===== src/source/rename_defs.svh =====
/*
	Rename stage sizing.
	Register file and ROB dimensions shared by the design and the testbench.
*/
`ifndef RENAME_DEFS_SVH
`define RENAME_DEFS_SVH

// ==================================================
// Architectural register file
// ==================================================
`define NUM_REGS 32 // Registers x0 to x31.
`define REG_W 5 // Bits in a register index.

// ==================================================
// Reorder buffer
// ==================================================
`define ROB_DEPTH 8 // Entries in flight at most.
`define ROB_W 3 // Bits in a ROB tag.

`endif


===== src/source/renamePkg.sv =====
/*
	Rename stage types: decoded and renamed instructions, operand tags,
	the status checkpoint and the commit record.
*/
`default_nettype none
`include "rename_defs.svh"

package renamePkg;

	// Instruction as it leaves decode.
	typedef struct packed {
		logic valid; // Slot holds an instruction.
		logic [`REG_W-1:0] rs1;
		logic [`REG_W-1:0] rs2;
		logic [`REG_W-1:0] rd; // Destination register.
		logic regWrite; // Instruction writes rd.
	} decodedInstr;

	// A clear busy bit means the operand comes from the register file.
	typedef struct packed {
		logic busy;
		logic [`ROB_W-1:0] robTag; // Producer entry, zero when not busy.
	} operandTag;

	typedef struct packed {
		logic valid;
		operandTag rs1Tag;
		operandTag rs2Tag;
		logic rdValid; // A ROB tag was given to rd.
		logic [`ROB_W-1:0] destTag;
	} renamedInstr;

	typedef struct packed {
		logic [`NUM_REGS-1:0] busyVector;
		logic [`ROB_W-1:0] robTail;
	} statusSnap;

	typedef struct packed {
		logic valid; // The head entry retires this cycle.
		logic [`ROB_W-1:0] robTag;
		logic [`REG_W-1:0] rd;
	} commitInfo;

endpackage

`default_nettype wire


===== src/source/pipeStage.sv =====
/*
	Pipeline register for any payload with a valid field.
	Loads every cycle unless held; flush or reset empties the slot.
*/
`timescale 1ns/1ps
`default_nettype none

module pipeStage import renamePkg::*; #(
	parameter type payloadT = decodedInstr
) (
	input logic clk,
	input logic reset,
	input logic hold,
	input logic flush,
	input payloadT d,
	output payloadT q
);

	always_ff @(posedge clk) begin
		if (!hold) begin
			q <= d; // Advance the payload.
		end
		// Only the valid bit is cleared; the stale payload does no harm.
		if (reset || flush) begin
			q.valid <= 1'b0;
		end
	end

endmodule

`default_nettype wire


===== src/source/regStatusTable.sv =====
/*
	Register status table holding a busy bit and the newest ROB tag for every register.
	Renames the held instruction, frees registers on commit, reloads on restore.
*/
`timescale 1ns/1ps
`default_nettype none
`include "rename_defs.svh"

module regStatusTable import renamePkg::*; (
	input logic clk,
	input logic reset,
	input decodedInstr instr,
	input logic allocate,
	input logic [`ROB_W-1:0] tailTag,
	input commitInfo commitIn,
	input logic restore,
	input statusSnap restoreSnap,
	output renamedInstr renamed,
	output logic [`NUM_REGS-1:0] busyVector
);

	logic [`NUM_REGS-1:0] busy; // One bit per architectural register.
	logic [`NUM_REGS-1:0] busyNext;
	logic [`ROB_W-1:0] robTags [`NUM_REGS]; // Newest producer of each register.
	logic freeHit; // Commit frees its rd this cycle.
	logic src1Busy;
	logic src2Busy;

	// ==================================================
	// Commit match
	// ==================================================
	// A younger writer has overwritten the tag, so an older commit leaves it alone.
	always_comb begin
		freeHit = commitIn.valid && busy[commitIn.rd]
			&& (robTags[commitIn.rd] == commitIn.robTag);
	end

	// ==================================================
	// Rename lookup
	// ==================================================
	always_comb begin
		// A source freed by this cycle's commit bypasses straight to ready.
		src1Busy = busy[instr.rs1] && !(freeHit && (commitIn.rd == instr.rs1));
		src2Busy = busy[instr.rs2] && !(freeHit && (commitIn.rd == instr.rs2));

		renamed.valid = instr.valid;
		renamed.rs1Tag.busy = src1Busy;
		renamed.rs1Tag.robTag = src1Busy ? robTags[instr.rs1] : '0; // Zero when ready.
		renamed.rs2Tag.busy = src2Busy;
		renamed.rs2Tag.robTag = src2Busy ? robTags[instr.rs2] : '0;
		renamed.rdValid = allocate; // Control already checked regWrite, rd and space.
		renamed.destTag = allocate ? tailTag : '0;
	end

	// ==================================================
	// Busy vector update
	// ==================================================
	always_comb begin
		busyNext = busy;
		if (freeHit) begin
			busyNext[commitIn.rd] = 1'b0; // Oldest writer retires.
		end
		if (allocate) begin
			busyNext[instr.rd] = 1'b1; // New writer wins over a same-cycle commit.
		end
	end

	always_ff @(posedge clk) begin
		if (reset) begin
			busy <= '0;
		end else if (restore) begin
			busy <= restoreSnap.busyVector; // Back to the checkpoint.
		end else begin
			busy <= busyNext;
		end
	end

	// Each register remembers the ROB entry that will produce its value.
	always_ff @(posedge clk) begin
		if (allocate) begin
			robTags[instr.rd] <= tailTag;
		end
	end

	assign busyVector = busy;

	// x0 must stay free through rename, commit and restore alike.
	assert property (@(posedge clk) disable iff (reset) !busy[0])
		else $error("Register x0 became busy.");

endmodule

`default_nettype wire


===== src/source/renameControl.sv =====
/*
	Rename stage control: tag allocation, stall, qualified commit and restore flush.
*/
`timescale 1ns/1ps
`default_nettype none
`include "rename_defs.svh"

module renameControl import renamePkg::*; (
	input logic clk,
	input logic reset,
	input decodedInstr held,
	input logic robFull,
	input logic commitReq,
	input logic robEmpty,
	input logic restoreReq,
	output logic allocate,
	output logic stall,
	output logic commit,
	output logic flush
);

	logic needsTag; // Held instruction writes a real register.

	// ==================================================
	// Allocation and back-pressure
	// ==================================================
	assign needsTag = held.valid && held.regWrite && (held.rd != '0);

	// A restore drops the held instruction, so it must not claim a tag.
	assign allocate = needsTag && !robFull && !restoreReq;

	assign stall = needsTag && robFull; // Both stages freeze until a commit frees an entry.

	// ==================================================
	// Commit and restore
	// ==================================================
	assign commit = commitReq && !robEmpty; // Ignore commits with nothing in flight.
	assign flush = restoreReq; // Empties both stages and reloads the table and tail.

	// A stalled instruction gets no tag and is still waiting on the next cycle.
	assert property (@(posedge clk) disable iff (reset)
		stall && !restoreReq |-> !allocate ##1 held.valid)
		else $error("Stalled instruction was allocated or lost.");

endmodule

`default_nettype wire


===== src/source/renameUnit.sv =====
/*
	Rename stage top level.
	Input register, status table, tag allocator, checkpoint and output register.
*/
`timescale 1ns/1ps
`default_nettype none
`include "rename_defs.svh"

module renameUnit import renamePkg::*; (
	input logic clk,
	input logic reset,
	input decodedInstr decodeIn,
	input logic commit,
	input logic takeSnap,
	input logic restoreSnap,
	output renamedInstr renamedOut,
	output logic renameStall,
	output logic robFull
);

	decodedInstr heldInstr; // Instruction being renamed this cycle.
	renamedInstr renamed;
	commitInfo commitRec;
	statusSnap savedSnap;
	logic [`NUM_REGS-1:0] busyVector;
	logic [`ROB_W-1:0] tailTag;
	logic allocate;
	logic stall;
	logic commitGo;
	logic flush;
	logic robEmpty;

	// ==================================================
	// Control
	// ==================================================
	renameControl i_renameControl (
		.clk(clk),
		.reset(reset),
		.held(heldInstr),
		.robFull(robFull),
		.commitReq(commit),
		.robEmpty(robEmpty),
		.restoreReq(restoreSnap),
		.allocate(allocate),
		.stall(stall),
		.commit(commitGo),
		.flush(flush)
	);

	// ==================================================
	// Datapath
	// ==================================================
	pipeStage #(.payloadT(decodedInstr)) instrStage (
		.clk(clk),
		.reset(reset),
		.hold(stall),
		.flush(flush),
		.d(decodeIn),
		.q(heldInstr)
	);

	regStatusTable i_regStatusTable (
		.clk(clk),
		.reset(reset),
		.instr(heldInstr),
		.allocate(allocate),
		.tailTag(tailTag),
		.commitIn(commitRec),
		.restore(flush),
		.restoreSnap(savedSnap),
		.renamed(renamed),
		.busyVector(busyVector)
	);

	// The stalled instruction stays in instrStage, so the last result is held here.
	pipeStage #(.payloadT(renamedInstr)) outStage (
		.clk(clk),
		.reset(reset),
		.hold(stall),
		.flush(flush),
		.d(renamed),
		.q(renamedOut)
	);

	robTagAllocator i_robTagAllocator (
		.clk(clk),
		.reset(reset),
		.allocate(allocate),
		.allocRd(heldInstr.rd),
		.commit(commitGo),
		.restore(flush),
		.restoreTail(savedSnap.robTail),
		.tailTag(tailTag),
		.commitOut(commitRec),
		.robFull(robFull),
		.robEmpty(robEmpty)
	);

	snapshotStore i_snapshotStore (
		.clk(clk),
		.reset(reset),
		.take(takeSnap),
		.busyVector(busyVector),
		.tail(tailTag),
		.saved(savedSnap)
	);

	assign renameStall = stall;

endmodule

`default_nettype wire


===== src/source/robTagAllocator.sv =====
/*
	Circular ROB tag allocator.
	Hands out tail tags, records each entry's rd and retires entries from the head.
*/
`timescale 1ns/1ps
`default_nettype none
`include "rename_defs.svh"

module robTagAllocator import renamePkg::*; (
	input logic clk,
	input logic reset,
	input logic allocate,
	input logic [`REG_W-1:0] allocRd,
	input logic commit,
	input logic restore,
	input logic [`ROB_W-1:0] restoreTail,
	output logic [`ROB_W-1:0] tailTag,
	output commitInfo commitOut,
	output logic robFull,
	output logic robEmpty
);

	logic [`ROB_W-1:0] head; // Oldest in-flight entry.
	logic [`ROB_W-1:0] tail; // Next tag to hand out.
	logic [`ROB_W-1:0] headNext;
	logic [`ROB_W:0] count; // Needs one extra bit to tell full from empty.
	logic [`REG_W-1:0] robRd [`ROB_DEPTH]; // Destination of each entry.
	logic commitFire;

	assign robFull = (count == `ROB_DEPTH);
	assign robEmpty = (count == 0);
	assign commitFire = commit && !robEmpty; // Nothing retires from an empty ROB.
	assign headNext = commitFire ? head + 1'b1 : head;
	assign tailTag = tail;

	always_comb begin
		commitOut.valid = commitFire;
		commitOut.robTag = head;
		commitOut.rd = robRd[head];
	end

	// ==================================================
	// Pointers and occupancy
	// ==================================================
	always_ff @(posedge clk) begin
		if (reset) begin
			head <= '0;
			tail <= '0;
			count <= '0;
		end else begin
			head <= headNext; // Commits continue across a restore.
			if (restore) begin
				tail <= restoreTail;
				count <= {1'b0, restoreTail - headNext}; // Entries left after the rollback.
			end else begin
				if (allocate) begin
					tail <= tail + 1'b1; // Wraps around naturally.
				end
				count <= count + allocate - commitFire;
			end
		end
	end

	always_ff @(posedge clk) begin
		if (allocate) begin
			robRd[tail] <= allocRd;
		end
	end

	// Control must stall a writer while the ROB is full.
	assert property (@(posedge clk) disable iff (reset) allocate |-> !robFull)
		else $error("Tag allocated while the ROB was full.");

	// A retiring entry must lie between the pointers, as the count claims.
	assert property (@(posedge clk) disable iff (reset)
		commitOut.valid |-> (head != tail) || robFull)
		else $error("Commit issued while the ROB pointers show it empty.");

endmodule

`default_nettype wire


===== src/source/snapshotStore.sv =====
/*
	Single checkpoint of the busy vector and the ROB tail.
*/
`timescale 1ns/1ps
`default_nettype none
`include "rename_defs.svh"

module snapshotStore import renamePkg::*; (
	input logic clk,
	input logic reset,
	input logic take,
	input logic [`NUM_REGS-1:0] busyVector,
	input logic [`ROB_W-1:0] tail,
	output statusSnap saved
);

	// Both inputs are registered state, so a rename in the same cycle is not included.
	always_ff @(posedge clk) begin
		if (reset) begin
			saved <= '0; // Clean table, tail at zero.
		end else if (take) begin
			saved.busyVector <= busyVector;
			saved.robTail <= tail;
		end
	end

endmodule

`default_nettype wire


===== config.mk =====
export PLATFORM = sky130hd
export DESIGN_NAME = renameUnit
export DESIGN_NICKNAME = d
export VERILOG_FILES = /design/src/source/renamePkg.sv /design/src/source/pipeStage.sv /design/src/source/regStatusTable.sv /design/src/source/renameControl.sv /design/src/source/renameUnit.sv /design/src/source/robTagAllocator.sv /design/src/source/snapshotStore.sv
export VERILOG_INCLUDE_DIRS = /design/src /design/src/source
export SDC_FILE = /design/constraint.sdc
export NUM_CORES = 1
export LEC_CHECK = 0
export ABC_AREA = 0
export BUFFER_PORTS_ARGS = -buffer_cell sky130_fd_sc_hd__buf_2
export CORE_ASPECT_RATIO = 1.1
export CORE_MARGIN = 5
export CORE_UTILIZATION = 45
export DETAILED_ROUTE_END_ITERATION = 8
export SLEW_MARGIN = 5
export SYNTH_ARGS = -nofsm -noshare
export SYNTH_HDL_FRONTEND = slang
export SYNTH_SLANG_ARGS = --single-unit

===== constraint.sdc =====
create_clock -name clk -period 5.4 [get_ports clk]
set_input_delay 0.54 -clock clk [delete_from_list [all_inputs] [get_ports clk]]
set_output_delay 0.54 -clock clk [all_outputs]
set_load 0.03 [all_outputs]

# Word level (Yosys, flattened, before mapping)
# Memories as Yosys holds them, arrays and structs flattened. A register that Yosys moved wholly into a read port is not among the register bits.
# Index checks and enable logic that the tools add are counted.
# totals
memories	2
out_inout_bits	15
wordCells	86
register_bits	101
mem_bits_rw	136
# mem_list
name	words	word_bits	rd	rd_clocked_by_memory_dff	write_ports	line	rtl
i_regStatusTable.robTags	32	3	3	2	1	regStatusTable.sv:24	logic [`ROB_W-1:0] robTags [`NUM_REGS];
i_robTagAllocator.robRd	8	5	1	1	1	robTagAllocator.sv:27	logic [`REG_W-1:0] robRd [`ROB_DEPTH];
# classes
mux	20
add_sub_neg	5
bitwise_logic	3
reduce_logical	29
eq_ne	4
n_lt_le_gt_ge	6
# op_table
op	n
32-bit 2-to-1 mux	3
32-bit AND	1
32-bit inverter	1
32-bit bitwise OR	1
5-bit by 6-bit less-than comparator with 1-bit output (second input constant)	4
1-bit binary-select mux with 5-bit select	3
1-bit logical AND	15
3-bit 2-to-1 mux	5
1-bit demux with 5-bit select	2
5-bit == test	2
5-bit by 1-bit >= comparator with 1-bit output (second input constant)	2
1-bit logical NOT	9
1-bit 2-to-1 mux	7
3-bit by 1-bit adder with 3-bit output (second input constant)	2
5-bit nonzero test	1
4-bit by 1-bit adder with 4-bit output	1
4-bit == test (second input constant)	1
4-bit logical NOT	1
4-bit by 1-bit subtractor with 4-bit output	1
3-bit == test	1
3-bit subtractor	1
2-bit nonzero test	1
2-bit OR reduction	1
1-bit logical OR	1

# Depth between registers and ports, before layout
# depth
ltp_word	10
ltp_mapped	13

# Cells and area by module
# From an unflattened synthesis, not the netlist that was laid out.
# unflattened
cells_unflattened	953
area_unflattened_um2	12726.0
# by_module_without_submodules
module	n_inst	area_per_inst_um2	cells_each	seq_area_each_um2
regStatusTable	1	8212.9	654	3523.4
robTagAllocator	1	2258.4	142	1401.3
snapshotStore	1	1272.5	113	700.7
pipeStage (instrStage)	1	524.3	20	500.5
pipeStage (outStage)	1	404.1	16	380.4
renameControl	1	53.8	8	0.0

# Worst setup path after synthesis
# OpenSTA, ideal clock, no wires.
# synth_path
path_kind	register to register
from	register i_robTagAllocator.head[0]
to	register i_regStatusTable.busy[10], in the netlist i_regStatusTable.busyVector[10]
required_time_ns	5.260
arrival_time_ns	3.334
path_stages_with_launch	12
path_buffers	2
path_slack_ns	1.926
path_cell_list	dfxtp_1 mux4_2 or2_2 buf_2 nand2_1 buf_2 mux2i_1 mux2i_1 a2111oi_1 nand3_1 a2111oi_4 a21oi_1
# synth_between
elab_chain_cells	6
# synth_lines
element	line	rtl
start, declared	robTagAllocator.sv:23	logic [`ROB_W-1:0] head;
start signal, assigned	robTagAllocator.sv:51	head <= headNext;
3-bit == test *	regStatusTable.sv:35	&& (robTags[commitIn.rd] == commitIn.robTag);
1-bit logical AND *	regStatusTable.sv:35	
32-bit 2-to-1 mux *	regStatusTable.sv:60	if (freeHit) begin
32-bit bitwise OR (no source line)	--	
32-bit 2-to-1 mux *	regStatusTable.sv:63	if (allocate) begin
32-bit 2-to-1 mux *	regStatusTable.sv:71	end else if (restore) begin
end signal, assigned	regStatusTable.sv:72	busy <= restoreSnap.busyVector;
end signal, assigned	regStatusTable.sv:74	busy <= busyNext;
end, declared	regStatusTable.sv:22	logic [`NUM_REGS-1:0] busy;
# Mark *: on every way between the ends. The rest lies on a longest branch, timed or not.
# A chain may end at the register's enable or synchronous reset.

# Final worst setup path
# layout_path
from	register i_robTagAllocator.head[0]
to	register i_regStatusTable.busy[25], in the netlist i_regStatusTable.busyVector[25]
# The elaborated chain is that of the path after synthesis.

==> impl_metrics.env <==
export IMPL_startpoint_of_the_most_critical_setup_path="i_robTagAllocator.head[0]"
export IMPL_area_growth_syn_to_layout_pct=10.4
export IMPL_die_h_um=187
export IMPL_hp_class="in -> reg"
export IMPL_share_of_final_layout_standard_cells_stronger_than_drive_strength_1=0.205
export IMPL_final_setup_skew_ns=0.00958
export IMPL_core_rowCount=64
export IMPL_critPathMaxFanout=18
export IMPL_xor_xnor_cell_area_share_of_the_yosys_netlist=0.0148
export IMPL_stdcell_area_sq_mm=0.0142
export IMPL_critical_path_startpoint_category="register"
export IMPL_number_of_failing_setup_endpoints_in_the_final_timing_report=0
export IMPL_gp_congestion=0.934
export IMPL_cts_sinks=243
export IMPL_synthesis_yosys_warnings=0
export IMPL_detailed_router_s_first_iteration_violation_count=851
export IMPL_vias_per_cell=6.14
export IMPL_remaining_drc_errors=0
export IMPL_dp_cells=1348
export IMPL_mappedNetlistArea_sq_mm=0.0128
export IMPL_die_area_sq_mm=0.0320
export IMPL_timing_setup_critical_path_class="reg -> reg"
export IMPL_post_synth_top_count_cell="sky130_fd_sc_hd__edfxtp_1"
export IMPL_synth_mux_area_frac=0.253
export IMPL_power_leakage_uw=0.00511
export IMPL_synth_async_sr_flop_share=0
export IMPL_seq_power_share=0.377
export IMPL_design_power_total_uw=5610
export IMPL_synthCells=1000
export IMPL_whs_path_depth=1
export IMPL_reg_to_reg_end="i_regStatusTable.busyVector[25]"
export IMPL_layout_filler_cells=2427
export IMPL_detailed_place_area_sq_mm=0.0132
export IMPL_timing_critical_path_arrival_ns=5.24
export IMPL_global_route_wire_length_before_repair_um=54400
export IMPL_adder_cell_share_of_the_synthesized_area=0.0119
export IMPL_multiInputGateArea_sq_mm=0.00582
export IMPL_detailedRoute_firstPassIterationCount=6
export IMPL_cts_clk_slew_worst_paths_ns=0.06
export IMPL_drt_wirelength_per_cell_um=25.8
export IMPL_fp_coreArea_sq_mm=0.0279
export IMPL_dp_slack_ns=0.542
export IMPL_min_period_over_period=0.900
export IMPL_setup_tns_ns=0
export IMPL_slew_limit_headroom=0.225
export IMPL_max_cap_violations=0
export IMPL_finish_net_count=1047
export IMPL_slowest_stage="sky130_fd_sc_hd__nor4_1"
export IMPL_dominant_combinational_cell_family_by_area_after_synthesis="multiplexers"
export IMPL_ys_seq_area_frac=0.507
export IMPL_grtUsageTotal=0.225
export IMPL_detail_route_antenna_nets=0
export IMPL_postCtsSetupRepairBufs=0
export IMPL_synth_seq_cells=243
export IMPL_hold_viol=0
export IMPL_diodes=0
export IMPL_power_internal_uw=3800
export IMPL_finalWirelength_um=36000
export IMPL_chipWidth_um=171
export IMPL_power_share_combinational=0.278
export IMPL_timing_final_ws_setup_ns=0.538
export IMPL_h_tree_depth=1
export IMPL_slowest_delay_ns=0.76
export IMPL_setup_reg_to_reg_worst_slack_ns=0.54
export IMPL_synth_compound_gate_area_share=0.0916
export IMPL_crit_family="compound AO/OA/AOI/OAI gates"
export IMPL_avgSynthCellArea_sq_um=12.8
export IMPL_root_buffer="sky130_fd_sc_hd__clkbuf_16"
export IMPL_setup_repair_after_global_routing_missed_its_margin="false"
export IMPL_worstHoldStart="decodeIn[4]"
export IMPL_via_count_of_the_first_global_routing_pass=8205
export IMPL_max_slew_worst_pin_slew_ns=1.16
export IMPL_cts_buffer_depth=3
export IMPL_register_area_sq_mm=0.00651
export IMPL_sw_frac_of_total=0.322
export IMPL_initial_utilization=0.459
export IMPL_reg2regPathDepth=10
export IMPL_io_pins=37
export IMPL_synth_simple_area_share=0.0810
export IMPL_status="completed"
export IMPL_grt_start_max_net_pins=77
export IMPL_ys_top_cells_by_count="sky130_fd_sc_hd__edfxtp_1 (164), sky130_fd_sc_hd__nor2_1 (127), sky130_fd_sc_hd__mux2i_1 (109), sky130_fd_sc_hd__mux4_2 (89), sky130_fd_sc_hd__dfxtp_1 (79)"
export IMPL_power_clock_fraction=0.344
export IMPL_post_synth_num_cell_types=60
export IMPL_global_route_overflow_total=0
export IMPL_timing_critical_path_buf_inv=1
export IMPL_num_vias=8578
export IMPL_power_per_standard_cell_area_mw_per_mm2=396
export IMPL_synth_top_cell_by_area="sky130_fd_sc_hd__edfxtp_1"
export IMPL_dominantRegCellSynth="sky130_fd_sc_hd__edfxtp_1"
export IMPL_synth_edff_count=164
export IMPL_antenna_found_initial=0
export IMPL_hold_path_endpoint="instrStage.q[4]"
export IMPL_cp_cell_sequence="buf_4 -> mux2_2 -> mux4_2 -> nor4_1 -> a22oi_1 -> o211ai_1 -> o21ai_1 -> a21o_2 -> a2111oi_4 -> a21oi_1"
export IMPL_endpoint_kind="register"
export IMPL_power_net_switching_uw=1810
export IMPL_maxClockFrequency_mhz=206
export IMPL_port_buffers=36
export IMPL_dp_hpwl_um=25300
export IMPL_finish_cell_count_without_fillers=1396
export IMPL_irDropWorstVdd_mv=0.225
export IMPL_hold_bufs_at_cts=0
export IMPL_finalMaxSlewViolations=0
export IMPL_synth_top_cell_area_share=0.384
export IMPL_worstSkewPairLatency_ns=0.54
export IMPL_cts_made_buffers=27
export IMPL_leading_post_synthesis_cells_by_cell_area="sky130_fd_sc_hd__edfxtp_1 (38%), sky130_fd_sc_hd__mux4_2 (16%), sky130_fd_sc_hd__dfxtp_1 (12%), sky130_fd_sc_hd__mux2i_1 (8.5%), sky130_fd_sc_hd__nor2_1 (3.7%)"
export IMPL_worst_r2r_startpoint="i_robTagAllocator.head[0]"
export IMPL_post_cts_resized=0
export IMPL_cp_num_cells=10
export IMPL_min_period_ns=4.86
export IMPL_critical_path_required_ns=5.78
export IMPL_tritoncts_clock_tree="built"
-- logic make-up (layout without fill, tap and decap cells) --
family / after synthesis / after routing
buf+inv: 114 / 145
fa+ha+maj: 11 / 11
other cells: 1 / 3
simple gates: 233 / 233
flops: 243 / 243
xor+xnor: 20 / 20
mux: 210 / 210
compound gates: 168 / 168
-- flip-flops by register name (all words and copies together) (netlist names) --
signal,count
i_regStatusTable.busyVector,32
i_regStatusTable.robTags,96
i_robTagAllocator.count,4
i_robTagAllocator.head,3
i_robTagAllocator.robRd,40
i_robTagAllocator.tailTag,3
i_snapshotStore.saved,35
instrStage.q,17
outStage.q,13
-- how the worst max path moves through the flow --
| stage | endpoint | slack (ns) |
|---|---|---|
| floorplan | i_regStatusTable.busyVector[10] | 1.93 |
| global placement | i_regStatusTable.busyVector[1] | 0.62 |
| detailed placement | i_regStatusTable.busyVector[25] | 0.54 |
| CTS | i_regStatusTable.busyVector[25] | 0.54 |
| global route | i_regStatusTable.busyVector[27] | 0.27 |
| finish | i_regStatusTable.busyVector[25] | 0.54 |
-- final cells by class --
type                       instances  share of cell area
timing repair buffer              51              0.0207
clock inverter                    15              0.0151
sequential                       243               0.459
multi-input combinational        645               0.411
clock buffer                      33              0.0500
inverter                          46              0.0122
tap                              363              0.0321
-- metal layers --
| layer | up-vias | wire length (um) | global-route usage |
|---|---|---|---|
| met3 | 58 | 2060 | 0.0260 |
| met4 | 0 | 978 | 0.0610 |
| li1 | 3877 | - | - |
| met1 | 4322 | 15700 | 0.330 |
| met5 | - | 0 | 0 |
| met2 | 321 | 17200 | 0.356 |
-- power by group through the flow --
stage                     Clock [uW]  Sequential [uW]  Combinational [uW]
final                           1930             2120                1560
after global routing            2040             2130                1680
after CTS                       1960             2120                1560
after detailed placement           0             2160                1550
after global placement             0             2150                1540
after floorplan                    0             2140                1240
-- per-stage QoR --
stage	utilization	hold slack, ns
CTS	0.507	0.161
detailed placement	0.474	0.480
floorplan	-	0.455
global placement	0.474	0.469
finish	0.507	0.177
global route	0.507	0.160
-- cells in the final DEF, fill, tap and decap left out, types with 5 or more instances in the layout --
master	instances
sky130_fd_sc_hd__a211oi_1	7
sky130_fd_sc_hd__a21oi_1	72
sky130_fd_sc_hd__a221oi_1	5
sky130_fd_sc_hd__a22oi_1	6
sky130_fd_sc_hd__a31oi_1	12
sky130_fd_sc_hd__buf_2	36
sky130_fd_sc_hd__buf_4	15
sky130_fd_sc_hd__bufinv_16	5
sky130_fd_sc_hd__clkbuf_1	5
sky130_fd_sc_hd__clkbuf_16	27
sky130_fd_sc_hd__dfxtp_1	78
sky130_fd_sc_hd__edfxtp_1	164
sky130_fd_sc_hd__ha_1	9
sky130_fd_sc_hd__inv_1	45
sky130_fd_sc_hd__mux2_2	11
sky130_fd_sc_hd__mux2i_1	109
sky130_fd_sc_hd__mux4_2	88
sky130_fd_sc_hd__nand2_1	28
sky130_fd_sc_hd__nand2b_1	10
sky130_fd_sc_hd__nand3_1	25
sky130_fd_sc_hd__nand3b_1	5
sky130_fd_sc_hd__nor2_1	127
sky130_fd_sc_hd__nor3_1	10
sky130_fd_sc_hd__nor4_1	6
sky130_fd_sc_hd__o211ai_1	8
sky130_fd_sc_hd__o21ai_0	5
sky130_fd_sc_hd__o31ai_1	32
sky130_fd_sc_hd__xnor2_1	11
sky130_fd_sc_hd__xor2_1	7
Power figures use the tool's default switching activity.
